## src/hdl/snd_defs.svh

```systemverilog
/* Board constants for the sound section.
   Gains are 4.4 fixed point, the pole is in sixteenths.
   Memory map bounds are CPU addresses; each window ends below the next bound. */
`ifndef SND_DEFS_SVH
`define SND_DEFS_SVH

// FM stand-in gain, 0.75 in 4.4
`define SND_TONE_GAIN 8'h0C

// One-pole filter coefficient, 10/16
`define SND_POLE_A 10

// Banked ROM starts at 64 KB into the sound ROM
`define SND_BANK_BASE 19'h10000

// End of the fixed program window
`define SND_FIX_END 16'h8000

// End of the banked window
`define SND_BANK_END 16'hE000

// Work RAM, 2 KB up to FFFF
`define SND_RAM_BASE 16'hF800

`endif

```

## src/hdl/snd_pkg.sv

```systemverilog
/* Shared types for the sound section.
   Bus strobes are active high and last one clock. */
`default_nettype none

package snd_pkg;

    typedef logic        [15:0] cpu_addr_t;
    typedef logic        [7:0]  cpu_data_t;
    typedef logic        [18:0] rom_addr_t;   // Sound ROM byte address
    typedef logic signed [15:0] sample_t;
    typedef logic        [7:0]  gain_t;       // 4.4 fixed point
    typedef logic        [5:0]  bank_t;

    // Board wirings of the bank latch onto ROM address bits
    typedef enum logic [1:0] {
        bank_plain,
        bank_swap,
        bank_onehot
    } board_kind_t;

    // Sound CPU bus cycle, one clock per access
    typedef struct packed {
        cpu_addr_t addr;
        cpu_data_t dout;    // CPU write data
        logic      mreq;
        logic      iorq;
        logic      rd;
        logic      wr;
    } cpu_bus_t;

    // Register writes from the decoder to the voices
    typedef struct packed {
        logic      wr_tone;
        logic      wr_pcm;
        logic      reg_sel;  // Address bit 0
        cpu_data_t data;
    } voice_wr_t;

endpackage

`default_nettype wire

```

## src/hdl/snd_mixer.sv

```systemverilog
/* Two-channel mixer with 4.4 gains and 16-bit saturation.
   Voices change on the sample_cen edge, so the sum is taken one clock later.
   peak reflects only the most recent sample. */
`timescale 1ns/1ps
`default_nettype none

`include "snd_defs.svh"

module snd_mixer (
    input  wire              clk,
    input  wire              rst,
    input  wire              sample_cen,
    input  snd_pkg::sample_t tone,
    input  snd_pkg::sample_t pcm,
    input  wire [1:0]        fxlevel,
    input  wire              enable_tone,
    input  wire              enable_pcm,
    output snd_pkg::sample_t snd,
    output logic             sample,
    output logic             peak
);

    snd_pkg::gain_t     tone_gain;
    snd_pkg::gain_t     pcm_gain;
    logic signed [24:0] tone_w, pcm_w;
    logic signed [25:0] sum;
    logic signed [21:0] scaled;
    snd_pkg::sample_t   sat;
    logic               clip;
    logic               cen_d;

    always_comb begin
        case (fxlevel)
            2'd0:    pcm_gain = 8'h03;
            2'd1:    pcm_gain = 8'h06;
            2'd2:    pcm_gain = 8'h0C;
            default: pcm_gain = 8'h18;
        endcase
        if (!enable_pcm)
            pcm_gain = '0;
    end

    assign tone_gain = enable_tone ? `SND_TONE_GAIN : 8'h00;

    assign tone_w = tone * $signed({1'b0, tone_gain});
    assign pcm_w  = pcm * $signed({1'b0, pcm_gain});
    assign sum    = 26'(tone_w) + 26'(pcm_w);
    assign scaled = 22'(sum >>> 4);  // Drop the 4 fraction bits

    always_comb begin
        clip = 1'b1;
        if (scaled > 22'sd32767)
            sat = 16'sh7fff;
        else if (scaled < -22'sd32768)
            sat = 16'sh8000;
        else begin
            sat  = snd_pkg::sample_t'(scaled);
            clip = 1'b0;
        end
    end

    always_ff @(posedge clk or posedge rst) begin
        if (rst) begin
            cen_d  <= 1'b0;
            sample <= 1'b0;
            snd    <= '0;
            peak   <= 1'b0;
        end else begin
            cen_d  <= sample_cen;
            sample <= cen_d;
            if (cen_d) begin
                snd  <= sat;
                peak <= clip;
            end
        end
    end

endmodule

`default_nettype wire

```

## config.mk

```make
export PLATFORM = sky130hd
export DESIGN_NAME = snd_mixer
export DESIGN_NICKNAME = d
export VERILOG_FILES = /design/src/hdl/snd_pkg.sv /design/src/hdl/snd_mixer.sv
export VERILOG_INCLUDE_DIRS = /design/src /design/src/hdl
export SDC_FILE = /design/constraint.sdc
export NUM_CORES = 1
export LEC_CHECK = 0
export BUFFER_PORTS_ARGS = -buffer_cell sky130_fd_sc_hd__clkbuf_2
export CAP_MARGIN = 0
export CORE_MARGIN = 4
export CORE_UTILIZATION = 40
export DETAILED_ROUTE_END_ITERATION = 6
export MAX_ROUTING_LAYER = met4
export PLACE_DENSITY = 0.6
export SYNTH_ARGS = -nofsm -noshare
export SYNTH_HDL_FRONTEND = slang
export SYNTH_SLANG_ARGS = --single-unit
```

## constraint.sdc

```tcl
create_clock -name clk -period 1.25 [get_ports clk]
set_input_delay 0.0625 -clock clk [delete_from_list [all_inputs] [get_ports clk]]
set_output_delay 0.0625 -clock clk [all_outputs]
set_load 0.01 [all_outputs]
```

* Word level (Yosys, flattened, before mapping)
Index checks and enable logic that the tools add are counted.
** Word-level totals
- Register bits :: 19
- Word-level logic and storage cells :: 19
- Output and inout port bits :: 18
** Cells by class
- Order comparisons :: 2
- $mul :: 2
- Equality and inequality tests :: 2
- Muxes and demuxes :: 7
- Add/sub/neg operators :: 1
- Reductions and logical operators :: 1
** Operators by type and width (number)
- 16-bit 2-to-1 mux :: 2
- 21-bit by 25-bit adder with 26-bit output :: 1
- 16-bit by 9-bit multiplier with 25-bit output :: 1
- 22-bit by 16-bit > comparator with 1-bit output, second input constant :: 1
- 22-bit by 16-bit less-than comparator with 1-bit output, second input constant :: 1
- 16-bit by 5-bit multiplier with 21-bit output :: 1
- 5-bit case mux with 3 select lines :: 1
- 8-bit 2-to-1 mux :: 1
- 4-bit 2-to-1 mux :: 1
- 2-bit by 1-bit equality test with 1-bit output, second input constant :: 1
- 2-bit equality test, second input constant :: 1
- 2-bit zero test :: 1
- 1-bit 2-to-1 mux :: 2

* Longest topological paths before layout
- Depth in word-level cells :: 8
- Gate-level depth with buffers :: 24
- Mapped depth without buffers :: 22

* Least setup slack after synthesis
OpenSTA, ideal clock, no wires.
- Path type :: input port to flip-flop
- From :: input fxlevel[0]
- To :: register snd[13]
- Stages :: 20
- Slack :: -4746 ps
- Arrival :: 5870 ps
- Path through :: ha_1 > nor3b_1 > clkbuf_1 > nand2_1 > fa_1 > inv_1 > fa_1 > fa_1 > fa_1 > ha_1 > ha_1 > fa_1 > a211o_1 > a211o_1 > a41o_4 > a31oi_4 > xnor2_1 > o311a_4 > buf_6 > a311o_1
** On the way
- Word-level cells in the longest chain between the ends :: 8
** Ends and longest elaborated chain
- start: declaration :: RTL line snd_mixer.sv:15 : input wire [1:0] fxlevel,
- 2-bit equality test, or another cell as far along :: RTL line snd_mixer.sv:33 : case (fxlevel)
- 5-bit case mux with 3 select lines * :: RTL line snd_mixer.sv:33
- 8-bit 2-to-1 mux * :: RTL line snd_mixer.sv:39 : if (!enable_pcm)
- 16-bit by 9-bit multiplier with 25-bit output * :: RTL line snd_mixer.sv:46 : assign pcm_w = pcm * $signed({1'b0, pcm_gain});
- 21-bit by 25-bit adder with 26-bit output * :: RTL line snd_mixer.sv:47 : assign sum = 26'(tone_w) + 26'(pcm_w);
- 22-bit by 16-bit less-than comparator with 1-bit output :: RTL line snd_mixer.sv:54 : else if (scaled < -22'sd32768)
- 16-bit 2-to-1 mux :: RTL line snd_mixer.sv:54
- 16-bit 2-to-1 mux * :: RTL line snd_mixer.sv:52 : if (scaled > 22'sd32767)
- end signal: assignment :: RTL line snd_mixer.sv:72 : snd <= sat;
- end: declaration :: RTL line snd_mixer.sv:18 : output snd_pkg::sample_t snd,
Every way passes the cells marked *; elsewhere a longest branch is shown, timed or not.
A chain may end at the register's enable or synchronous reset.

* Worst setup path after layout
- From :: input fxlevel[1]
- To :: register snd[0]
The elaborated chain is that of the path after synthesis.

==> flow_metrics.py <==
metrics = {
    "sta": {
        "setup_violations": 17,
        "fin_worst_skew_ns": 0.002736,
        "final.min_clock_period_ns": 5.386,
        "fmax_mhz": 185.7,
        "rsz0062_at_grt": "true",
        "post-route-period-util": 4.309,
        "maxSlewViolCount": 0,
        "hold_viol": 0,
        "worst_slew_pin_slew_ns": 0.3534,
        "slew_headroom": 0.7619,
        "finalWorstSetupSlack_ns": -4.136,
    },
    "global_route": {
        "antenna_found_initial": 0,
        "grt-ovfl-total": 0,
        "grt_max_degree": 32,
        "grt_pass1_wl_um": 19800,
        "grt_pass1_vias": 4255,
        "track_usage": 0.1704,
    },
    "cts": {
        "clk_latency_ns": 0.25,
        "cts_tree": "done",
        "path_clk_slew_ns": 0.05,
        "cts_buffers": 3,
        "h-tree-depth": 1,
        "cts_root_buffer": "clkbuf_16",
        "cts_buffer_depth": 2,
        "clock-sinks": 19,
    },
    "worst_setup_path": {
        "r2r_slack_ns": 0.06,
        "r2r_start": "cen_d",
        "critPathLaunchType": "input pin",
        "path_cells": "clkbuf_16 > inv_16 > ha_4 > nor2_4 > nor3b_4 > and2_4 > fa_1 > inv_1 > fa_1 > inv_2 > fa_1 > fa_1 > ha_1 > ha_2 > fa_2 > a211o_1 > a211o_1 > a41o_4 > a31oi_4 > xnor2_4 > o311a_4 > a311o_1",
        "max_stage_delay_ns": 0.57,
        "path_class": "input pin to flop",
        "critPathArrivalTime_ns": 5.51,
        "end_kind": "flop",
        "cp.depth": 22,
        "crit_path_start": "fxlevel[1]",
        "r2r-end": "snd[0]",
        "crit_path_max_fanout": 8,
        "cp_top_family": "adder cells",
        "ff2ff_path_depth": 3,
        "cp_common_cell": "fa_1",
        "path_buf_inv": 4,
        "crit_required_ns": 1.38,
        "crit_end": "snd[0]",
        "slowest_stage": "fa_1",
    },
    "yosys": {
        "synth_adder_area_share": 0.5398,
        "synth_compound_area_frac": 0.1129,
        "synth.distinct_cells": 44,
        "synth-seq-area-share": 0.09667,
        "synth-simple-area-share": 0.1440,
        "synth_top_family_by_area": "adder cells",
        "synth_ff_type": "dfrtp_1",
        "synth_xor_area_frac": 0.03383,
        "synth_edf_count": 0,
        "netlist_area_mm2": 0.004918,
        "synth_nets": 697,
        "ys_ff_latch": 19,
        "syn_area_per_cell_um2": 9.936,
        "synth.mux.area_fraction": 0,
        "synth_cells": 495,
        "async_flop_share": 1.000,
        "yosysWarnings": 0,
    },
    "power": {
        "power.density_mw_per_mm2": 1289,
        "power.leakage_nw": 3.438,
        "ir_worst_vdd_v": 0.001429,
        "total_power_mw": 8.433,
    },
    "routing": {
        "drt_pre_antenna_iters": 5,
        "num_vias": 3942,
        "remaining_drc_errors": 0,
        "viasPerCell": 5.093,
        "drt_iter0_markers": 181,
        "wl_um": 11410,
        "avgRoutedWirePerCell_um": 14.74,
        "ant_nets": 0,
    },
    "finish": {
        "multi_input_area_mm2": 0.004533,
        "antenna_cells": 0,
        "n_fill_cell": 1056,
        "drive_gt1_frac": 0.3365,
        "mostFrequentLayoutCell": "buf_4",
        "finish.utilization": 0.5448,
        "fin_cells": 774,
        "area_growth_pct": 33.05,
        "final_nets": 830,
        "regArea_um2": 475.5,
        "design_area_mm2": 0.006544,
        "layout_common_cells": "buf_4 (83), fa_1 (77), inv_1 (61), ha_1 (60), clkbuf_2 (54)",
    },
    "placement": {
        "place_area_mm2": 0.006120,
        "portBuffers": 56,
        "dp_hpwl_um": 9589,
        "gp_congestion": 0.8937,
        "pre_cts_slack_ns": -4.550,
        "dpl.cell_count": 759,
    },
    "floorplanning": {
        "start_util": 0.4095,
        "num_io_pins": 57,
        "core_region_area_mm2": 0.01201,
        "die_h_um": 118.9,
        "dieArea_mm2": 0.01413,
        "die_width_um": 118.9,
        "num_rows": 40,
    },
    "run": {
        "maxCapViolCount": 0,
    },
    "outcome": {
        "outcome": "complete, but fails checks",
        "violations": "negative setup slack",
    },
    "hold_path": {
        "holdCritPathClass": "input pin to asynchronous set/reset pin",
    },
}
[metal layers]
metal  track usage  vias up  wire length, um
met4       0.02100        0               34
met1        0.2466     1949             5462
met2        0.2739       81             5583
met5             -        -                0
met3       0.01140        6              328
li1              -     1906                -
[logic make-up after synthesis]
kind of cell | Yosys count
flops | 19
buf+inv | 86
fa+ha+maj | 163
compound gates | 70
simple gates | 138
xor+xnor | 19
[synth_stat cells, drive strengths merged (8+ instances only)]
master | count | share of area
fa | 82 | 0.33
o21ai | 8 | 0.0081
a311o | 14 | 0.028
clkbuf | 16 | 0.016
xnor2 | 14 | 0.025
a21oi | 19 | 0.020
nand2 | 55 | 0.042
inv | 68 | 0.052
nor2b | 16 | 0.020
dfrtp | 19 | 0.097
ha | 81 | 0.21
and3 | 18 | 0.023
and2 | 34 | 0.043
[what timing repair did]
item | CTS | global route
hold buffers | 2 | 0
gates cloned | 2 | 1
resized for setup | 13 | 29
setup endpoints to repair | 17 | 17
endpoints found under the hold margin | 20 | 0
buffers inserted | 1 | 5
pin swaps | 4 | 29
[how the worst min path moves through the flow]
stage	from	end	slack (ns)	depth (start not counted)
3_5_place_dp	rst	snd[0]	0.07	3
5_1_grt	rst	snd[0]	0.42	4
4_1_cts	rst	snd[0]	0.36	4
3_3_place_gp	rst	snd[1]	0.07	3
2_1_floorplan	rst	cen_d	0.01	1
6_report	rst	snd[0]	0.35	4
[stage by stage]
stage | setup TNS [ns] | hold WS [ns]
after detailed placement | -76.64 | 0.07343
final | -69.56 | 0.3527
after global placement | -75.46 | 0.06776
after floorplan | -68.28 | 0.01363
after CTS | -69.72 | 0.3620
after global routing | -72.73 | 0.4166
[registers in the layout, summed over array words and instances, names as in the netlist]
register and count:
snd 16, peak 1, sample 1, cen_d 1
[area by class of cell]
type	count	share of cell area
Clock buffer	4	0.01205
Inverter	68	0.04226
Multi-Input combinational cell	392	0.6927
Sequential cell	19	0.07266
Tap cell	147	0.02811
Timing Repair Buffer	144	0.1522
[worst register-to-register path: cells and delay by family, from the launching register on]
family | cells | cell delay [ns]
buffers and inverters | 1 | 0.21
DFF | 1 | 0.47
and+or+nand+nor | 1 | 0.07
AOI/OAI and AO/OA | 1 | 0.33
[power breakdown]
part	internal (mW)	switching, mW	total [mW]
logic	3.35	3.39	6.73
clock network	0.433	0.211	0.645
registers	0.906	0.149	1.05
Note: power is estimated with default switching activity, not from simulation.
