File: src/hdl/snd_defs.svh
/* Board constants for the sound section.
   Gains are 4.4 fixed point, the pole is in sixteenths.
   Memory map bounds are CPU addresses; each window ends below the next bound. */
`ifndef SND_DEFS_SVH
`define SND_DEFS_SVH

// FM stand-in gain, 0.75 in 4.4
`define SND_TONE_GAIN 8'h0C

// One-pole filter coefficient, 10/16
`define SND_POLE_A 10

// Banked ROM starts at 64 KB into the sound ROM
`define SND_BANK_BASE 19'h10000

// End of the fixed program window
`define SND_FIX_END 16'h8000

// End of the banked window
`define SND_BANK_END 16'hE000

// Work RAM, 2 KB up to FFFF
`define SND_RAM_BASE 16'hF800

`endif

File: src/hdl/snd_pkg.sv
/* Shared types for the sound section.
   Bus strobes are active high and last one clock. */
`default_nettype none

package snd_pkg;

    typedef logic        [15:0] cpu_addr_t;
    typedef logic        [7:0]  cpu_data_t;
    typedef logic        [18:0] rom_addr_t;   // Sound ROM byte address
    typedef logic signed [15:0] sample_t;
    typedef logic        [7:0]  gain_t;       // 4.4 fixed point
    typedef logic        [5:0]  bank_t;

    // Board wirings of the bank latch onto ROM address bits
    typedef enum logic [1:0] {
        bank_plain,
        bank_swap,
        bank_onehot
    } board_kind_t;

    // Sound CPU bus cycle, one clock per access
    typedef struct packed {
        cpu_addr_t addr;
        cpu_data_t dout;    // CPU write data
        logic      mreq;
        logic      iorq;
        logic      rd;
        logic      wr;
    } cpu_bus_t;

    // Register writes from the decoder to the voices
    typedef struct packed {
        logic      wr_tone;
        logic      wr_pcm;
        logic      reg_sel;  // Address bit 0
        cpu_data_t data;
    } voice_wr_t;

endpackage

`default_nettype wire

File: src/hdl/snd_tone_voice.sv
/* Square-wave voice standing in for the FM chip.
   Register 0 is the half period in sample ticks, 0 mutes the voice.
   Register 1 is the amplitude; output swings +/- amp*128. */
`timescale 1ns/1ps
`default_nettype none

module snd_tone_voice (
    input  wire                clk,
    input  wire                rst,
    input  wire                sample_cen,
    input  snd_pkg::voice_wr_t voice_wr,
    output snd_pkg::sample_t   tone
);

    snd_pkg::cpu_data_t period;
    snd_pkg::cpu_data_t amp;
    logic [7:0]         cnt;
    logic [7:0]         cnt_nx;
    logic               phase;
    logic               phase_nx;
    logic               wrap;
    snd_pkg::sample_t   level;

    assign cnt_nx   = cnt + 8'd1;
    assign wrap     = (cnt_nx == period);
    assign phase_nx = wrap ? ~phase : phase;
    assign level    = snd_pkg::sample_t'({1'b0, amp, 7'd0});

    always_ff @(posedge clk or posedge rst) begin
        if (rst) begin
            period <= '0;
            amp    <= '0;
        end else if (voice_wr.wr_tone) begin
            if (voice_wr.reg_sel)
                amp <= voice_wr.data;
            else
                period <= voice_wr.data;
        end
    end

    always_ff @(posedge clk or posedge rst) begin
        if (rst) begin
            cnt   <= '0;
            phase <= 1'b0;
            tone  <= '0;
        end else if (voice_wr.wr_tone && !voice_wr.reg_sel) begin
            cnt <= '0;  // New period restarts the count
        end else if (sample_cen) begin
            if (period == 8'd0) begin
                cnt  <= '0;
                tone <= '0;
            end else begin
                cnt   <= wrap ? 8'd0 : cnt_nx;
                phase <= phase_nx;
                tone  <= phase_nx ? -level : level;
            end
        end
    end

endmodule

`default_nettype wire

File: config.mk
export PLATFORM = sky130hd
export DESIGN_NAME = snd_tone_voice
export DESIGN_NICKNAME = d
export VERILOG_FILES = /design/src/hdl/snd_defs.svh /design/src/hdl/snd_pkg.sv /design/src/hdl/snd_tone_voice.sv
export SDC_FILE = /design/constraint.sdc
export NUM_CORES = 1
export LEC_CHECK = 0
export ABC_AREA = 1
export BUFFER_PORTS_ARGS = -buffer_cell sky130_fd_sc_hd__clkbuf_2
export CAP_MARGIN = 20
export CORE_ASPECT_RATIO = 0.6
export CORE_MARGIN = 1.5
export CORE_UTILIZATION = 50
export CTS_CLUSTER_DIAMETER = 200
export DETAILED_ROUTE_END_ITERATION = 8
export MAX_ROUTING_LAYER = met4
export PLACE_DENSITY_LB_ADDON = 0.12
export REMOVE_ABC_BUFFERS = 1
export SYNTH_ARGS = -nofsm -noshare
export SYNTH_HDL_FRONTEND = slang
export SYNTH_SLANG_ARGS = --single-unit
export TNS_END_PERCENT = 5
File: constraint.sdc
create_clock -name clk -period 2.9 [get_ports clk]
set_clock_uncertainty 0.05 [all_clocks]
set_input_delay 0.58 -clock clk [delete_from_list [all_inputs] [get_ports clk]]
set_output_delay 0.58 -clock clk [all_outputs]
set_load 0.005 [all_outputs]
### Word level (Yosys, flattened, before mapping)

Index checks and enable logic that the tools add are counted.

| storage, ports and cells | value |
|---|---|
| bits in registers | 41 |
| input port bits | 14 |
| output and inout bits | 16 |
| logic and storage cells | 27 |

| operators by class | value |
|---|---|
| $add $sub $neg | 2 |
| equality and inequality tests | 1 |
| mux-type cells | 7 |
| bitwise gates (word level) | 4 |
| reductions and logical operators | 8 |

Operator list:

| kind | count |
|---|---|
| $mux 16 | 2 |
| $mux 8 | 4 |
| $neg 15->16 | 1 |
| $add 8x1->8 const B | 1 |
| $eq 8x8->1 | 1 |
| $logic_not 8->1 | 1 |
| $reduce_and 2->1 | 3 |
| $not 1->1 | 4 |
| $reduce_and 3->1 | 1 |
| $reduce_bool 2->1 | 1 |
| $logic_and 1x1->1 | 1 |
| $logic_not 1->1 | 1 |
| $mux 1 | 1 |

### Depth between registers and ports, before layout

Gate-level depths: netlist of the first run.

| logic depth | value |
|---|---|
| depth in word-level cells | 6 |
| mapped depth | 17 |
| depth with buffers taken out | 16 |

### Worst setup path before layout of the first run

Ideal clock, no wire load.

| timing | value |
|---|---|
| path kind | register to register |
| start point | reg cnt[0] |
| end point | reg tone[14] |
| library setup time | 0.117 ns |
| arrival time | 1.802 ns |
| data required time | 2.733 ns |
| path slack | 0.931 ns |
| stages on the path, launching flop included | 15 |
| path buffers | 1 |
| clock period less this slack | 1.969 ns |
| cell sequence | dfrtp_1 > ha_1 > xnor2_1 > nand2_1 > nor2_1 > nand2_1 > nor2_4 > nand3_4 > nand2_4 > nand2_2 > buf_6 > nand2_1 > nand2_1 > nand2_1 > nand2_1 |

| between the ends | value |
|---|---|
| word-level cells in the longest chain between the ends | 5 |

Ends and longest elaborated chain:

| what | line | RTL |
|---|---|---|
| start: declaration | snd_tone_voice.sv:17 | `logic [7:0] cnt;` |
| start signal: assignment | snd_tone_voice.sv:53 | `cnt <= wrap ? 8'd0 : cnt_nx;` |
| $add 8x1->8 | snd_tone_voice.sv:24 | `assign cnt_nx = cnt + 8'd1;` |
| $eq 8x8->1 | snd_tone_voice.sv:25 | `assign wrap = (cnt_nx == period);` |
| $mux 1 | snd_tone_voice.sv:26 | `assign phase_nx = wrap ? ~phase : phase;` |
| $mux 16 | snd_tone_voice.sv:55 | `tone <= phase_nx ? -level : level;` |
| $mux 16 | snd_tone_voice.sv:49 | `if (period == 8'd0) begin` |
| end signal: assignment | snd_tone_voice.sv:55 |  |
| end: declaration | snd_tone_voice.sv:12 | `output snd_pkg::sample_t tone` |

Every way passes these cells.
A chain may end at the register's enable or synchronous reset.

### Worst setup path in the final report of the first run

Same ends and word-level chain as after synthesis.

==> flow_metrics.tcl, run 1 <==
set metrics [dict create \
    io_buffer_count 21 \
    ys_warn_count 0 \
    fin_crit_ns 2.28 \
    clkLatencyLatePin_ns 0.28 \
    cp-end-kind "flip-flop" \
    netSwitchingPower_mw 0.459 \
    post_cts_buffers 0 \
    r2r_end "tone[14]" \
    cts_tree "built" \
    grt.overflow.total 0 \
    grt_max_degree 35 \
    yosys.area.top_type "dfrtp_1" \
    nFillCells 353 \
    peakVddDrop_mv 0.319 \
    yosysSeqAreaShare_pct 42.9 \
    numCtsBuffers 5 \
    drive_gt1_share_pct 18.5 \
    p_clk_share_pct 26.6 \
    fp.dieW_um 84.3 \
    cts_hold_buf 0 \
    startpoint_type "flip-flop" \
    switching_share_pct 33.9 \
    holdWs_ns 0.317 \
    final-setup-viol-count 0 \
    synth_cells 258 \
    track_usage_pct 23.1 \
    status "completed" \
    path_clk_slew_ns 0.07 \
    post-place-ws_ns 0.644 \
    path_max_fanout 11 \
    postCtsResizedCells 0 \
    power.density_nw_per_um2 611 \
    die_area_sq_um 4360 \
    grt_pass1_vias 1615 \
    routedWlPerCell_um 12.8 \
    dp_hpwl_um 3290 \
    antenna_cells 0 \
    post-route-period-util_pct 78.8 \
    antenna_found_initial 0 \
    htreeDepth 2 \
    fin_area_sq_um 2210 \
    hold_class "in2async" \
    synthTopCellsByArea "dfrtp_1, nand2_1, inv_1" \
    slew_headroom_pct 42.3 \
    place_area_sq_um 2120 \
    vias_per_cell 5.15 \
    hold_viol_final 0 \
    worst_slack_ns 0.616 \
    cts_buffer_depth 2 \
    intPower_mw 0.895 \
    via_count 1716 \
    yosys-top-cells-count "nand2_1, dfrtp_1, inv_1" \
    fmax_mhz 438 \
    cap_violations 0 \
    synth_edf_count 0 \
    synth_top_area_share_pct 42.9 \
    p_leak_nw 1.09 \
    start_util_pct 53.2 \
    reg2reg_depth 13 \
    drc 0 \
    r2r_setup_slack_ns 0.62 \
    die_h_um 51.8 \
    yosysMostFrequentCell "nand2_1" \
    worst_pin_slew_ns 0.856 \
    crit_required_ns 3.02 \
    grt_pass1_wl_um 7530 \
    synth_seq_cells 34 \
    syn_to_final_growth_pct 11.7 \
    nNetsFinal 301 \
    num_io_pins 30 \
    routed_wl_um 4250 \
    fin_setup_tns_ns 0 \
    pwr-share-seq_pct 45.9 \
    first_pass_iters 4 \
    synthFlopType "dfrtp_1" \
    reg2reg_from "cnt[0]" \
    first_iter_violations 76 \
    crit_type "reg2reg" \
    async_reset_ff_share_pct 100 \
    root_buffer "clkbuf_8" \
    rows 17 \
    clock_sinks 34 \
    synth_area_sq_um 1980 \
    core_sq_um 3720 \
    ant_nets 0 \
    avgSynthCellArea_sq_um 7.68 \
    worstPathArrival_ns 2.41 \
    yosysUniqueCellTypes 31 \
    rsz0062_at_grt "false" \
    slew_viol_final 0 \
    gp_congestion 0.798 \
    p_comb_share_pct 27.4 \
]
==> logic make-up after synthesis <==
family | synth area share (%)
compound gates | 9.98
xor+xnor | 2.21
fa+ha+maj | 1.26
buf+inv | 9.72
flops | 42.9
mux | 1.14
other cells | 0.189
simple gates | 32.6
==> power by group through the flow <==
stage | clock [mW] | sequential [mW] | combinational [mW]
2_1_floorplan | 0 | 0.623 | 0.258
3_3_place_gp | 0 | 0.628 | 0.361
3_5_place_dp | 0 | 0.631 | 0.371
4_1_cts | 0.371 | 0.622 | 0.374
5_1_grt | 0.395 | 0.633 | 0.426
6_report | 0.360 | 0.622 | 0.371
==> flip-flops by register name, indices dropped and copies added, names as in the netlist <==
signal	flops
amp	8
period	8
tone	9
cnt	8
phase	1
==> cell type report <==
type                    count  area (sq um)  share of cell area [%]
multi-input cells         188           961                    43.4
well taps                  47          58.8                    2.66
flip-flops and latches     34           851                    38.4
inverters                  31           116                    5.26
clock buffers               7          86.3                    3.90
repair buffers             25           135                    6.11
clock inverters             1          5.00                   0.226
==> cell usage in the layout, fill, tap and decap left out, drive strengths merged, types with 4 or more instances in the layout <==
| cell type | count |
|---|---|
| nand2 | 74 |
| dfrtp | 34 |
| inv | 30 |
| nor2 | 29 |
| clkbuf | 28 |
| o21ai | 26 |
| nand3 | 24 |
| a21oi | 7 |
| conb | 7 |
| nand4 | 6 |
| xor2 | 4 |
| buf | 4 |
==> stage by stage <==
step	total power [mW]	utilization, %	cells
after floorplan	0.881	-	253
after global placement	0.989	57.0	325
after detailed placement	1.00	57.0	325
after CTS	1.37	59.5	333
after global routing	1.45	59.5	333
final	1.35	59.5	333
==> critical path, stage by stage (launching register included) <==
cell and delay [ns]:
dfrtp_1 0.43, ha_1 0.35, xnor2_1 0.15, nand2_1 0.08
nor2_1 0.12, nand2_1 0.10, nor2_4 0.14, nand3_4 0.18
nand2_4 0.13, nand2_2 0.16, nand2_1 0.10, nand2_1 0.05
nand2_1 0.07, nand2_1 0.05
==> worst max-delay path by stage <==
stage	to	from	slack [ns]	cells after the start
after floorplan	tone[15]	voice_wr[10]	0.90	7
after CTS	tone[14]	cnt[0]	0.61	13
after global routing	tone[15]	cnt[0]	0.41	10
after global placement	tone[14]	cnt[0]	0.70	13
after detailed placement	tone[14]	cnt[0]	0.64	13
final	tone[14]	cnt[0]	0.62	13
==> layer usage <==
layer	share of wire, %	vias up	global-route usage [%]
met5	0	-	-
met4	0.28	0	4.10
met3	5.4	2	5.40
met2	40	43	33.3
met1	54	803	33.6
li1	-	868	-
No activity file was read; power rests on OpenSTA's default activity.
==> run 2, diff against run 1 <==
--- a/config.mk
+++ b/config.mk
@@ -5,7 +5,7 @@
 export SDC_FILE = /design/constraint.sdc
 export NUM_CORES = 1
 export LEC_CHECK = 0
-export ABC_AREA = 1
+export ABC_AREA = 0
 export BUFFER_PORTS_ARGS = -buffer_cell sky130_fd_sc_hd__clkbuf_2
 export CAP_MARGIN = 20
 export CORE_ASPECT_RATIO = 0.6
==> constraint.sdc (replaced) <==
create_clock -name clk -period 2.2 [get_ports clk]
set_clock_uncertainty 0.05 [all_clocks]
set_input_delay 0.44 -clock clk [delete_from_list [all_inputs] [get_ports clk]]
set_output_delay 0.44 -clock clk [all_outputs]
set_load 0.005 [all_outputs]
==> flow_metrics.tcl, run 2 <==
set metrics [dict create \
    status "complete, but fails checks" \
    violations "setup timing" \
    fin_setup_tns_ns -0.354 \
    first_pass_iters 5 \
    final_cell_mix "dfrtp_1, mux2_2, buf_4" \
    async_reset_ff_share_pct 100 \
    highest_layer "met4" \
    hold_class "in2async" \
    dr_wl_met2_um 2160 \
    path_delay_family "simple AND/OR/NAND/NOR gates" \
    grt_max_degree 35 \
    drt-met1-wl_um 2500 \
    die_area_sq_um 4650 \
    cpPeakStageDelay_ns 0.42 \
    reg2reg_from "cnt[1]" \
    routed_wl_um 4990 \
    antenna_cells 0 \
    fin_crit_ns 2.29 \
    nNetsFinal 265 \
    grt_pass1_vias 1669 \
    synth_edf_count 0 \
    clkLatencyLatePin_ns 0.29 \
    post-place-ws_ns -0.199 \
    power.density_nw_per_um2 824 \
    path_max_fanout 17 \
    first_iter_violations 105 \
    reg2reg_depth 9 \
    htreeDepth 2 \
    dp_hpwl_um 3520 \
    layout_commonest_cell "dfrtp_1" \
    worst_pin_slew_ns 0.831 \
    yosys-top-cells-count "dfrtp_1, mux2_2, nand3_1" \
    crit_required_ns 2.32 \
    yosysMostFrequentCell "dfrtp_1" \
    total_power_mw 2.09 \
    cp-end-kind "flip-flop" \
    hold_viol_final 0 \
    numCtsBuffers 5 \
    rows 18 \
    yosysUniqueCellTypes 45 \
    ys_warn_count 0 \
    synth_cells 212 \
    crit_path_top_delay_cell "dfrtp_1" \
    via_count 1792 \
    synth_seq_cells 34 \
    antenna_found_initial 0 \
    slew_headroom_pct 44.6 \
    layoutNonFillerInstCount 310 \
    core_sq_um 4080 \
    fin_area_sq_um 2530 \
    root_buffer "clkbuf_8" \
    io_buffer_count 21 \
    worstSetupStartpoint "cnt[1]" \
    start_util_pct 52.0 \
    yosys.area.top_type "dfrtp_1" \
    largest_register_ff_count 9 \
    grt_pass1_wl_um 8120 \
    path_cells "ha_4 > and3_4 > and3_4 > a2111o_1 > nor3_4 > nand2_2 > buf_12 > xnor2_1 > a22o_1" \
    routedWlPerCell_um 16.1 \
    drive_gt1_share_pct 34.4 \
    crit_top_cell "and3_4" \
    place_area_sq_um 2390 \
    ant_nets 0 \
    cts_buffer_depth 2 \
    vias_per_cell 5.78 \
    r2r_setup_slack_ns -0.09 \
    fp.dieW_um 87.0 \
    crit_type "reg2reg" \
    synth_area_sq_um 2120 \
    holdWs_ns 0.177 \
    clock_sinks 34 \
    path_clk_slew_ns 0.08 \
    peakVddDrop_mv 0.358 \
    nFillCells 343 \
    syn_to_final_growth_pct 19.7 \
    final_core_util_pct 62.2 \
    num_io_pins 30 \
    die_h_um 53.4 \
    yosysSeqAreaShare_pct 40.2 \
    drc 0 \
    track_usage_pct 24.3 \
    cap_violations 0 \
    startpoint_type "flip-flop" \
    top_register "tone" \
    rsz0062_at_grt "true" \
    synth_top_area_share_pct 40.2 \
    slew_viol_final 0 \
    worst_slack_ns -0.0883 \
    final-setup-viol-count 9 \
    grt.overflow.total 0 \
    crit_buf_inv 1 \
    fmax_mhz 437 \
    p_leak_nw 1.13 \
    cts_tree "built" \
    placed_cells_incl_taps 301 \
    post-route-period-util_pct 104 \
    wl_met3_um 305 \
    synthTopCellsByArea "dfrtp_1, mux2_2, nand3_1" \
    gp_congestion 0.911 \
    worstPathArrival_ns 2.41 \
    avgSynthCellArea_sq_um 9.99 \
    synthFlopType "dfrtp_1" \
    r2r_end "tone[15]" \
]
## run 2: cell count changes in the layout (fill, tap and decap cells not counted), sizes merged, moves of 8 or more
cell   change
buf       +20
mux2      +21
inv       -26
nor2      -23
nand3     -10
nor4       +8
nand2     -63
o21ai     -21
## run 2: repair_timing
action / CTS / global route
hold buffers: 0 / 0
pin swaps: 1 / 0
endpoints found under the hold margin: 0 / 0
gates resized for setup: 8 / 1
setup endpoints to repair: 17 / 15
setup buffers: 0 / 1
## run 2: area by class of cell
cell class	instances	area [sq um]	area share [%]
well taps	60	75.1	2.96
clock buffers	7	86.3	3.41
repair buffers	45	298	11.7
multi-input cells	159	1200	47.5
clock inverters	1	5.00	0.197
inverters	4	15.0	0.592
flip-flops and latches	34	851	33.6
## run 2: logic make-up after synthesis
kind of cell	Yosys count	synth area share (%)
simple gates	73	20.6
buf+inv	25	6.26
compound gates	39	12.9
fa+ha+maj	2	1.18
other cells	1	0.177
mux	28	14.6
xor+xnor	10	4.13
flops	34	40.2
## run 2: worst max-delay path by stage
stage          endpoint  slack, ns  depth (start not counted)
2_1_floorplan    cnt[3]      -0.21                          8
3_3_place_gp     cnt[3]      -0.14                          8
3_5_place_dp     cnt[6]      -0.20                          9
4_1_cts        tone[15]      -0.09                          9
5_1_grt        tone[15]      -0.19                          9
6_report       tone[15]      -0.09                          9
## run 2: per-layer routing
metal | GRT usage [%] | vias up
li1 | - | 856
met1 | 34.3 | 872
met2 | 35.5 | 60
met3 | 5.62 | 4
met4 | 5.65 | 0
met5 | - | -
## run 2: power by group
| group | total (mW) | switching [mW] | internal [mW] |
|---|---|---|---|
| logic | 0.652 | 0.282 | 0.370 |
| clock network | 0.486 | 0.234 | 0.253 |
| registers | 0.950 | 0.196 | 0.753 |
| total | 2.09 | 0.712 | 1.38 |
## run 2: worst reg2reg max path: stages (launching register included)
cell and delay, ns:
dfrtp_1 0.42, ha_4 0.19, and3_4 0.19, and3_4 0.18
a2111o_1 0.40, nor3_4 0.16, nand2_2 0.09, buf_12 0.16
xnor2_1 0.13, a22o_1 0.21
