## src/hdl/snd_defs.svh

```systemverilog
/* Board constants for the sound section.
   Gains are 4.4 fixed point, the pole is in sixteenths.
   Memory map bounds are CPU addresses; each window ends below the next bound. */
`ifndef SND_DEFS_SVH
`define SND_DEFS_SVH

// FM stand-in gain, 0.75 in 4.4
`define SND_TONE_GAIN 8'h0C

// One-pole filter coefficient, 10/16
`define SND_POLE_A 10

// Banked ROM starts at 64 KB into the sound ROM
`define SND_BANK_BASE 19'h10000

// End of the fixed program window
`define SND_FIX_END 16'h8000

// End of the banked window
`define SND_BANK_END 16'hE000

// Work RAM, 2 KB up to FFFF
`define SND_RAM_BASE 16'hF800

`endif

```

## src/hdl/snd_pkg.sv

```systemverilog
/* Shared types for the sound section.
   Bus strobes are active high and last one clock. */
`default_nettype none

package snd_pkg;

    typedef logic        [15:0] cpu_addr_t;
    typedef logic        [7:0]  cpu_data_t;
    typedef logic        [18:0] rom_addr_t;   // Sound ROM byte address
    typedef logic signed [15:0] sample_t;
    typedef logic        [7:0]  gain_t;       // 4.4 fixed point
    typedef logic        [5:0]  bank_t;

    // Board wirings of the bank latch onto ROM address bits
    typedef enum logic [1:0] {
        bank_plain,
        bank_swap,
        bank_onehot
    } board_kind_t;

    // Sound CPU bus cycle, one clock per access
    typedef struct packed {
        cpu_addr_t addr;
        cpu_data_t dout;    // CPU write data
        logic      mreq;
        logic      iorq;
        logic      rd;
        logic      wr;
    } cpu_bus_t;

    // Register writes from the decoder to the voices
    typedef struct packed {
        logic      wr_tone;
        logic      wr_pcm;
        logic      reg_sel;  // Address bit 0
        cpu_data_t data;
    } voice_wr_t;

endpackage

`default_nettype wire

```

## src/hdl/snd_pcm_voice.sv

```systemverilog
/* PCM voice fed one signed byte at a time by the CPU.
   busy_n drops on a write and rises at the next sample tick.
   pcm_rst is a synchronous clear of the latch and filter. */
`timescale 1ns/1ps
`default_nettype none

`include "snd_defs.svh"

module snd_pcm_voice (
    input  wire                clk,
    input  wire                rst,
    input  wire                pcm_rst,
    input  wire                sample_cen,
    input  snd_pkg::voice_wr_t voice_wr,
    output logic               busy_n,
    output snd_pkg::sample_t   pcm
);

    snd_pkg::cpu_data_t  latch;
    snd_pkg::sample_t    x_in;
    snd_pkg::sample_t    filt;
    logic signed [20:0]  acc;

    // Byte scaled to full 16-bit range
    assign x_in = snd_pkg::sample_t'({latch, 8'd0});

    // y = (a*y + (16-a)*x) / 16
    assign acc = 21'(`SND_POLE_A) * 21'(filt) + 21'(16 - `SND_POLE_A) * 21'(x_in);

    always_ff @(posedge clk or posedge rst) begin
        if (rst) begin
            busy_n <= 1'b1;
        end else if (pcm_rst) begin
            busy_n <= 1'b1;
        end else if (voice_wr.wr_pcm) begin
            busy_n <= 1'b0;  // Write wins over a tick in the same cycle
        end else if (sample_cen) begin
            busy_n <= 1'b1;
        end
    end

    always_ff @(posedge clk or posedge rst) begin
        if (rst) begin
            latch <= '0;
        end else if (pcm_rst) begin
            latch <= '0;
        end else if (voice_wr.wr_pcm) begin
            latch <= voice_wr.data;
        end
    end

    always_ff @(posedge clk or posedge rst) begin
        if (rst) begin
            filt <= '0;
        end else if (pcm_rst) begin
            filt <= '0;
        end else if (sample_cen) begin
            filt <= snd_pkg::sample_t'(acc >>> 4);
        end
    end

    assign pcm = filt;

endmodule

`default_nettype wire

```

## config.mk

```make
export PLATFORM = sky130hd
export DESIGN_NAME = snd_pcm_voice
export DESIGN_NICKNAME = d
export VERILOG_FILES = /design/src/hdl/snd_pkg.sv /design/src/hdl/snd_pcm_voice.sv
export VERILOG_INCLUDE_DIRS = /design/src /design/src/hdl
export SDC_FILE = /design/constraint.sdc
export NUM_CORES = 1
export LEC_CHECK = 0
export ABC_AREA = 1
export BUFFER_PORTS_ARGS = -buffer_cell sky130_fd_sc_hd__buf_2
export CAP_MARGIN = 40
export CORE_AREA = 8 8 80 82
export CTS_CLUSTER_DIAMETER = 30
export DETAILED_ROUTE_END_ITERATION = 12
export DIE_AREA = 0 0 88 90
export PLACE_DENSITY = 0.85
export SLEW_MARGIN = 40
export SYNTH_ARGS = -nofsm -noshare
export SYNTH_HDL_FRONTEND = slang
export SYNTH_SLANG_ARGS = --single-unit
```

## constraint.sdc

```tcl
create_clock -name clk -period 9.6 [get_ports clk]
set_clock_uncertainty 0.1 [all_clocks]
set_input_delay 1.44 -clock clk [delete_from_list [all_inputs] [get_ports clk]]
set_output_delay 1.44 -clock clk [all_outputs]
set_load 0.02 [all_outputs]
```

=== Word level (Yosys, flattened, before mapping) ===
Cells that the tools add are included.

* Latch bits: 0
* Flip-flop bits (word level): 25
* Logic and storage cells: 16
* Memory bits (writable): 0
* Input bits: 15
* Memories kept: 0
* Memory bits (read-only): 0
* Output and inout port bits: 17

* Shift operators: 0
* Magnitude comparators: 0
* Add/subtract/negate cells: 1
* Reductions and logical operators: 3
* Divide/modulo/power cells: 0
* Bitwise gates (word level): 0
* Muxes and demuxes: 7
* $mul: 2
* Equality and inequality tests: 0

{| class="wikitable"
|+ Operators with widths
! cell !! count
|-
| 16-bit 2-to-1 mux || 2
|-
| 20-bit adder || 1
|-
| 4-bit by 16-bit multiplier with 19-bit output (first input constant) || 1
|-
| 8-bit 2-to-1 mux || 2
|-
| 3-bit by 8-bit multiplier with 11-bit output (first input constant) || 1
|-
| 2-bit nonzero test || 2
|-
| 1-bit 2-to-1 mux || 3
|-
| 3-bit nonzero test || 1
|}

=== Depth between registers and ports, before layout ===
Gate-level depths: netlist (run 1).

* Depth after elaboration: 4
* Depth in mapped cells: 20
* Gate-level depth less buffers: 20

=== Worst setup path after synthesis (run 1) ===
No wires, ideal clock.

* Path kind: reg-to-reg
* Start point: register filt[3] (netlist: pcm[3])
* End point: register filt[13] (netlist: pcm[13])
* Data required time: 9.379 ns
* Arrival time: 3.024 ns
* Path buffers: 0
* Library setup time: 0.121 ns
* Cell stages (with the launch flop): 16
* Setup slack: 6.355 ns
* Clock period less this slack: 3.245 ns
* Path through: dfrtp_1 ha_1 ha_1 or2_1 and2_4 a31oi_1 xnor2_1 ha_1 inv_1 fa_1 nor3_1 nor2_1 o21bai_1 nand2_1 nand2_1 o21ai_1

* Cells in the longest elaborated chain, start to end: 4

{| class="wikitable"
|+ Ends and longest elaborated chain
! item !! line !! text
|-
| from (decl) || snd_pcm_voice.sv:21 || <nowiki>snd_pkg::sample_t filt;</nowiki>
|-
| from (signal assigned) || snd_pcm_voice.sv:58 || <nowiki>filt <= snd_pkg::sample_t'(acc >>> 4);</nowiki>
|-
| 4-bit by 16-bit multiplier with 19-bit output || snd_pcm_voice.sv:28 || <nowiki>assign acc = 21'(`SND_POLE_A) * 21'(filt) + 21'(16 - `SND_POLE_A) * 21'(x_in);</nowiki>
|-
| 20-bit adder || snd_pcm_voice.sv:28 ||
|-
| 16-bit 2-to-1 mux || snd_pcm_voice.sv:57 || <nowiki>end else if (sample_cen) begin</nowiki>
|-
| 16-bit 2-to-1 mux || snd_pcm_voice.sv:55 || <nowiki>end else if (pcm_rst) begin</nowiki>
|}

No other way between the ends. The select of a mux whose other input is x is not followed.
A chain may end at the register's enable or synchronous reset.

=== Worst setup path in the final report (run 1) ===
* Start point: register filt[5] (netlist: pcm[5])
* End point: register filt[13] (netlist: pcm[13])

The elaborated chain is that of the path after synthesis.

==> results of run 1 <==
## cells by family (layout without fill, tap and decap cells)
family,count (synthesis),after routing,synth area share [%]
fa+ha+maj,55,55,25.65
flops,25,25,22.63
buf+inv,59,90,7.994
compound gates,69,69,15.09
xor+xnor,24,24,7.588
simple gates,135,135,21.05
## worst max-delay path, stage by stage (launching register included)
cell and delay, ns:
dfrtp_1 0.45, ha_1 0.30, ha_1 0.34, or2_1 0.24, and2_4 0.18, a31oi_1 0.17
xnor2_1 0.19, ha_1 0.29, inv_1 0.07, fa_1 0.45, nor3_1 0.21, nor2_1 0.10
o21bai_1 0.18, nand2_1 0.08, nand2_1 0.06, o21ai_1 0.06
## sequential cells by signal, indices dropped and copies added, names as in the netlist
| register | count |
|---|---|
| busy_n | 1 |
| latch | 8 |
| pcm | 16 |
## how the worst max path moves through the flow
stage | from | to | slack [ns] | depth (start not counted)
final | pcm[5]$_DFFE_PP0P_ | pcm[13]$_DFFE_PP0P_ | 6.02 | 15
after global routing | pcm[5]$_DFFE_PP0P_ | pcm[13]$_DFFE_PP0P_ | 5.85 | 15
after CTS | pcm[5]$_DFFE_PP0P_ | pcm[13]$_DFFE_PP0P_ | 6.07 | 15
after detailed placement | pcm[5]$_DFFE_PP0P_ | pcm[13]$_DFFE_PP0P_ | 6.10 | 15
after global placement | pcm[3]$_DFFE_PP0P_ | pcm[13]$_DFFE_PP0P_ | 6.14 | 15
after floorplan | pcm[3]$_DFFE_PP0P_ | pcm[13]$_DFFE_PP0P_ | 6.35 | 15
## per-stage QoR
step | utilization, % | instances
floorplan | - | 367
global placement | 57.25 | 466
detailed placement | 57.25 | 466
CTS | 58.21 | 470
global route | 58.21 | 470
finish | 58.21 | 470
## metal layers
| layer | vias up | GRT usage, % | wire length, µm |
|---|---|---|---|
| met4 | 0 | 4.735 | 66 |
| met5 | - | 0 | 0 |
| li1 | 1290 | - | - |
| met1 | 1169 | 21.27 | 2861 |
| met2 | 47 | 30.57 | 3185 |
| met3 | 9 | 1.547 | 222 |
## power groups by stage
stage	clock [µW]	sequential (µW)	combinational (µW)
after floorplan	0	190	384
after global placement	0	168	521
after detailed placement	0	169	540
after CTS	71.7	167	543
after global routing	74.3	171	614
final	70.0	167	545
## cells in the mapped netlist, drive strengths merged (2+ instances only)
cell type   n
xnor2       8
a21oi      21
ha         52
fa          3
a31oi       5
or2         3
o21bai      4
nand4       2
a22o        2
o21ai      29
nor3        4
clkbuf      2
xor2       16
nor2       20
a21boi      2
inv        57
dfrtp      24
nand2      87
nand3      16
## cell type report
| type | instances | area (µm²) |
|---|---|---|
| Timing Repair Buffer | 29 | 145.1 |
| Clock inverter | 1 | 8.758 |
| Fill cell | 469 | 2188 |
| Clock buffer | 3 | 41.29 |
| Multi-Input combinational cell | 283 | 1922 |
| Tap cell | 72 | 90.09 |
| Sequential cell | 25 | 626.9 |
| Inverter | 57 | 214.0 |
==> run metrics, run 1 <==
CTS max path bufs=2; DR vias=2515; top cell type by total area after synthesis=ha_1; vias in the first global route=2551; HPWL after DPL=5.287 mm; Seq/Total Area, Yosys=22.63%; critical path type=reg2reg; PostCTS Resize Cnt=0; worst path arrival time=3.66 ns; post-synthesis cell type count=39; clock latency on the worst-skew pair=0.28 ns; Clock Tree Root=clkbuf_8; switching power=414.8 µW; fin crit share=37.33%; CORE AREA=5236 µm²; mean number of vias per cell=5.351; GP Congestion=0.8689; Initial Util=52.90%; top-area cell type share of the netlist area=23.49%; Synth Instances=367; largest net degree at the start of global routing=26; post-route setup slack=6.016 ns; number of synthesized register bits=25; CTS clk-pin slew, worst paths=0.10 ns; Final #Nets=469; CTS sink cnt=25; First-pass DRT Iterations=4; commonest non-fill, non-tap cell in the layout=nand2_1; Post-CTS Setup Bufs=0; IO Pins=32; Worst Reg-to-Reg Cells=15; min-delay worst type=reg2reg; first-pass GRT wire length=11.26 mm; measured slew at the worst slew-check pin=0.7432 ns; Post-Syn Area per Cell=7.548 µm²; Worst Hold End=pcm[0]$_DFFE_PP0P_; TNS Setup=0 ns; RSZ-0062 raised after global routing=no; R2R Setup Slk=6.02 ns; Pwr Total=781.9 µW; most frequent cells in the layout=83 x nand2_1, 55 x inv_1, 52 x ha_1; hold path depth=1; fin area=3048 µm²; antenna-violating nets left=0; reg-to-reg critical path endpoint=pcm[13]$_DFFE_PP0P_; min cycle time layout=3.584 ns; Routed WL=6.336 mm; H-tree level count=1; overall routing resource usage=17.29%; initial antenna violation count=0; Worst VDD drop=0.1362 mV; wire per inst=13.48 µm; Rel. slew slack=50.40%; startpoint types=flop; crit end category=flop; hold_sp=pcm[0]$_DFFE_PP0P_; residual DRC count=0; total clock buffers created by CTS=3; outcome=finished, final reports clean; final hold vios=0; CTS tree=yes; clock share of power=8.9%; sequential cell fraction of total power=21.3%; EDFF count, synth=0; Fin Hold WS=0.4374 ns; DR iter-0 viols=99; row cnt=27; Final setup viols=0; Area Growth Syn to Fin=10.03%; yosys warns=0; Crit Path Max Fanout=4; Switching Share=53.05%; I/O Buffers=29; max cap viols=0; global route total overflow=0; ranking of synthesized cells by area=ha_1 23%, dfrtp_1 22%, nand2_1 11%; DIE WIDTH=88 µm; predominant post-synthesis flop cell=dfrtp_1; die height=90 µm; Async SR Flop Fraction=100.0%; PD cells=256.5 nW/µm²; syn nets=437; worst r2r src=pcm[5]$_DFFE_PP0P_; Pleak=0.001726 µW; Max Slew Vio Count=0; layout cell share with drive strength beyond 1=13.32%; Crit path required time=9.68 ns; diode count=0; combinational power share=69.7%; Fmax achieved=0.2790 GHz; Placed Area=2998 µm²; Cell Area, Synth=2770 µm²; CTS Hold Buffers Added=0; Die Area=7920 µm²; pre-CTS WS=6.097 ns; Internal=367.1 µW
(Power assumes the default switching activity.)
==> inputs of run 2 (changes only) <==
Settings changed: ABC_AREA 1 to 0, CORE_AREA 8 8 80 82 to 8 8 79 81, DIE_AREA 0 0 88 90 to 0 0 87 89, PLACE_DENSITY 0.85 to 0.84.
Clock period 9.6 ns to 3.5 ns, I/O delays scaled along.
==> run metrics, run 2 <==
outcome=complete, but fails checks; failing checks=setup timing; DR iter-0 viols=170 (+72%); Cell Area, Synth=2649 µm² (-4.4%); Pleak=0.001989 µW (+15%); Util after Layout=76.04% (+18 points); Final #Nets=454 (-3.2%); HPWL after DPL=4.905 mm (-7.2%); EDFF count, synth=0 (unchanged); IO Pins=32 (unchanged); DR vias=2572 (+2.3%); Fmax achieved=0.2379 GHz (-15%); Crit path required time=3.57 ns (-6.11 ns); commonest non-fill, non-tap cell in the layout=buf_4; max reg flops=16 (unchanged); Switching Share=43.06% (-10 points); CP endpoint=pcm[15]$_DFFE_PP0P_; layout cell share with drive strength beyond 1=42.30% (+29 points); CTS tree=yes; GP Congestion=0.8441 (-2.9%); Worst VDD drop=0.3995 mV (+190%); Internal=1396 µW (+280%); diode count=0 (unchanged); most frequent cells in the layout=71 x buf_4, 37 x ha_1, 32 x nor2_1; ranking of synthesized cells by area=ha_1 25%, dfrtp_1 23%, mux2i_1 8.3%; H-tree level count=1 (unchanged); top-count cell post-synth=ha_1; Placed Area=3442 µm² (+15%); global route total overflow=0 (unchanged); mean number of vias per cell=5.678 (+6.1%); top cell type by total area after synthesis=ha_1; largest net degree at the start of global routing=29 (+12%); First-pass DRT Iterations=4 (unchanged); DIE WIDTH=87 µm (-1.1%); yosys warns=0 (unchanged); vias in the first global route=2607 (+2.2%); critical path type=reg2reg; Post-Syn Area per Cell=9.460 µm² (+25%); Critical path origin=pcm[4]$_DFFE_PP0P_; CTS max path bufs=2 (unchanged); sequential cell fraction of total power=17.1% (-4.2 points); final hold vios=0 (unchanged); overall routing resource usage=18.31% (+1.0 points); combinational power share=75.5% (+5.8 points); Final setup viols=8 (+8); post-synthesis cell type count=48 (+23%); min cycle time layout=4.204 ns (+0.6204 ns); top-area cell type share of the netlist area=24.56% (+1.1 points); Worst Reg-to-Reg Cells=17 (+2); R2R Setup Slk=-0.70 ns (-6.72 ns); die height=89 µm (-1.1%); predominant post-synthesis flop cell=dfrtp_1; placed cell count=432 (-7.3%); clock share of power=7.4% (-1.5 points); row cnt=26 (-3.7%); Seq/Total Area, Yosys=23.67% (+1.0 points); Rel. slew slack=63.03% (+13 points); CTS sink cnt=25 (unchanged); Synth Instances=280 (-24%); min-delay worst type=in2async; fin area=3785 µm² (+24%); I/O Buffers=29 (unchanged); antenna-violating nets left=0 (unchanged); Clock Tree Root=clkbuf_8; PD cells=648.0 nW/µm² (+150%); switching power=1056 µW (+150%); clock latency on the worst-skew pair=0.28 ns (about the same); Cell Count, Final, Fillers Out=453 (-3.6%); CORE AREA=4977 µm² (-4.9%); post-route setup slack=-0.7043 ns (-6.720 ns); multi-input logic area=2213 µm² (+15%); total clock buffers created by CTS=3 (unchanged); Die Area=7743 µm² (-2.2%); first-pass GRT wire length=11.39 mm (+1.2%); fillers=317 (-32%); measured slew at the worst slew-check pin=0.5545 ns (-0.1887 ns); Area Growth Syn to Fin=42.89%; most frequent cells after synthesis=52 x ha_1, 33 x nor2_1, 24 x dfrtp_1; Crit Path Max Fanout=4 (unchanged); worst path arrival time=4.27 ns (+0.61 ns); crit end category=flop; startpoint types=flop; FF/Latch Area=636.9 µm² (+1.6%); wire per inst=16.43 µm (+22%); reg-to-reg critical path endpoint=pcm[15]$_DFFE_PP0P_; number of synthesized register bits=25 (unchanged); Async SR Flop Fraction=100.0% (unchanged); Initial Util=53.22% (+0.31 points); syn nets=350 (-20%); Pwr Total=2453 µW (+210%); RSZ-0062 raised after global routing=yes; residual DRC count=0 (unchanged); initial antenna violation count=0 (unchanged); max cap viols=0 (unchanged); Max Slew Vio Count=0 (unchanged); CTS clk-pin slew, worst paths=0.10 ns (about the same); worst r2r src=pcm[4]$_DFFE_PP0P_; fin crit share=120.1% (+83 points); Routed WL=7.443 mm (+17%)
## run 2: worst min path at each step
stage	startpoint	endpoint	slack (ns)	cells past startpoint
floorplan	latch[1]$_DFFE_PP0P_	latch[1]$_DFFE_PP0P_	0.42	2
global placement	busy_n$_DFFE_PP1P_	busy_n$_DFFE_PP1P_	0.41	2
detailed placement	busy_n$_DFFE_PP1P_	busy_n$_DFFE_PP1P_	0.43	2
CTS	rst	latch[4]$_DFFE_PP0P_	0.20	2
global route	rst	latch[5]$_DFFE_PP0P_	0.23	2
finish	rst	latch[5]$_DFFE_PP0P_	0.17	2
## run 2: worst max-delay path: stages, from the launching register on
cell	delay, ns
dfrtp_1	0.44
ha_1	0.32
ha_1	0.37
nand3_1	0.13
o211ai_1	0.14
buf_4	0.18
o2111a_1	0.24
or2_1	0.26
xor2_1	0.25
ha_2	0.23
buf_4	0.12
o21ai_0	0.08
nor2_1	0.23
o22ai_4	0.11
o21ai_2	0.16
xnor2_2	0.13
mux2i_1	0.25
mux2_1	0.34
## run 2: logic make-up after synthesis
logic type	Yosys count	synth area share, %
simple gates	66	12.42
compound gates	63	16.91
fa+ha+maj	55	26.83
flops	25	23.67
buf+inv	24	3.401
mux	24	9.164
xor+xnor	23	7.605
## run 2: timing repair
| item | in CTS | in global routing |
|---|---|---|
| endpoints found under the hold margin | 0 | 0 |
| gates resized for setup | 13 | 21 |
| setup buffers | 9 | 8 |
| setup endpoints to repair | 8 | 8 |
| pin swaps | 26 | 38 |
| hold buffers | 0 | 0 |
## run 2: cell type report
type | instances | area share (%)
Clock buffer | 4 | 1.190
Timing Repair Buffer | 105 | 19.40
Sequential cell | 25 | 16.83
Tap cell | 70 | 2.314
Inverter | 18 | 1.785
Multi-Input combinational cell | 231 | 58.48
## run 2: layer usage
metal	global-route usage (%)	wire length, µm
met3	3.676	453
met5	0	0
met2	34.35	3626
met1	19.63	3071
met4	7.355	291
## run 2: metrics by stage
stage / TNS [ns] / setup WS [ns] / hold WS (ns)
after global routing: -4.118 / -0.8248 / 0.2335
after global placement: -1.554 / -0.5413 / 0.4134
final: -3.131 / -0.7043 / 0.1738
after detailed placement: -2.474 / -0.6677 / 0.4252
after CTS: -1.938 / -0.5698 / 0.1955
after floorplan: -0.6422 / -0.5035 / 0.4195
## run 2: power groups by stage
stage	clock (µW)	combinational, µW	sequential, µW
global route	204	1980	428
finish	182	1850	419
detailed placement	0	1540	424
floorplan	0	840	489
CTS	191	1630	417
global placement	0	1500	421
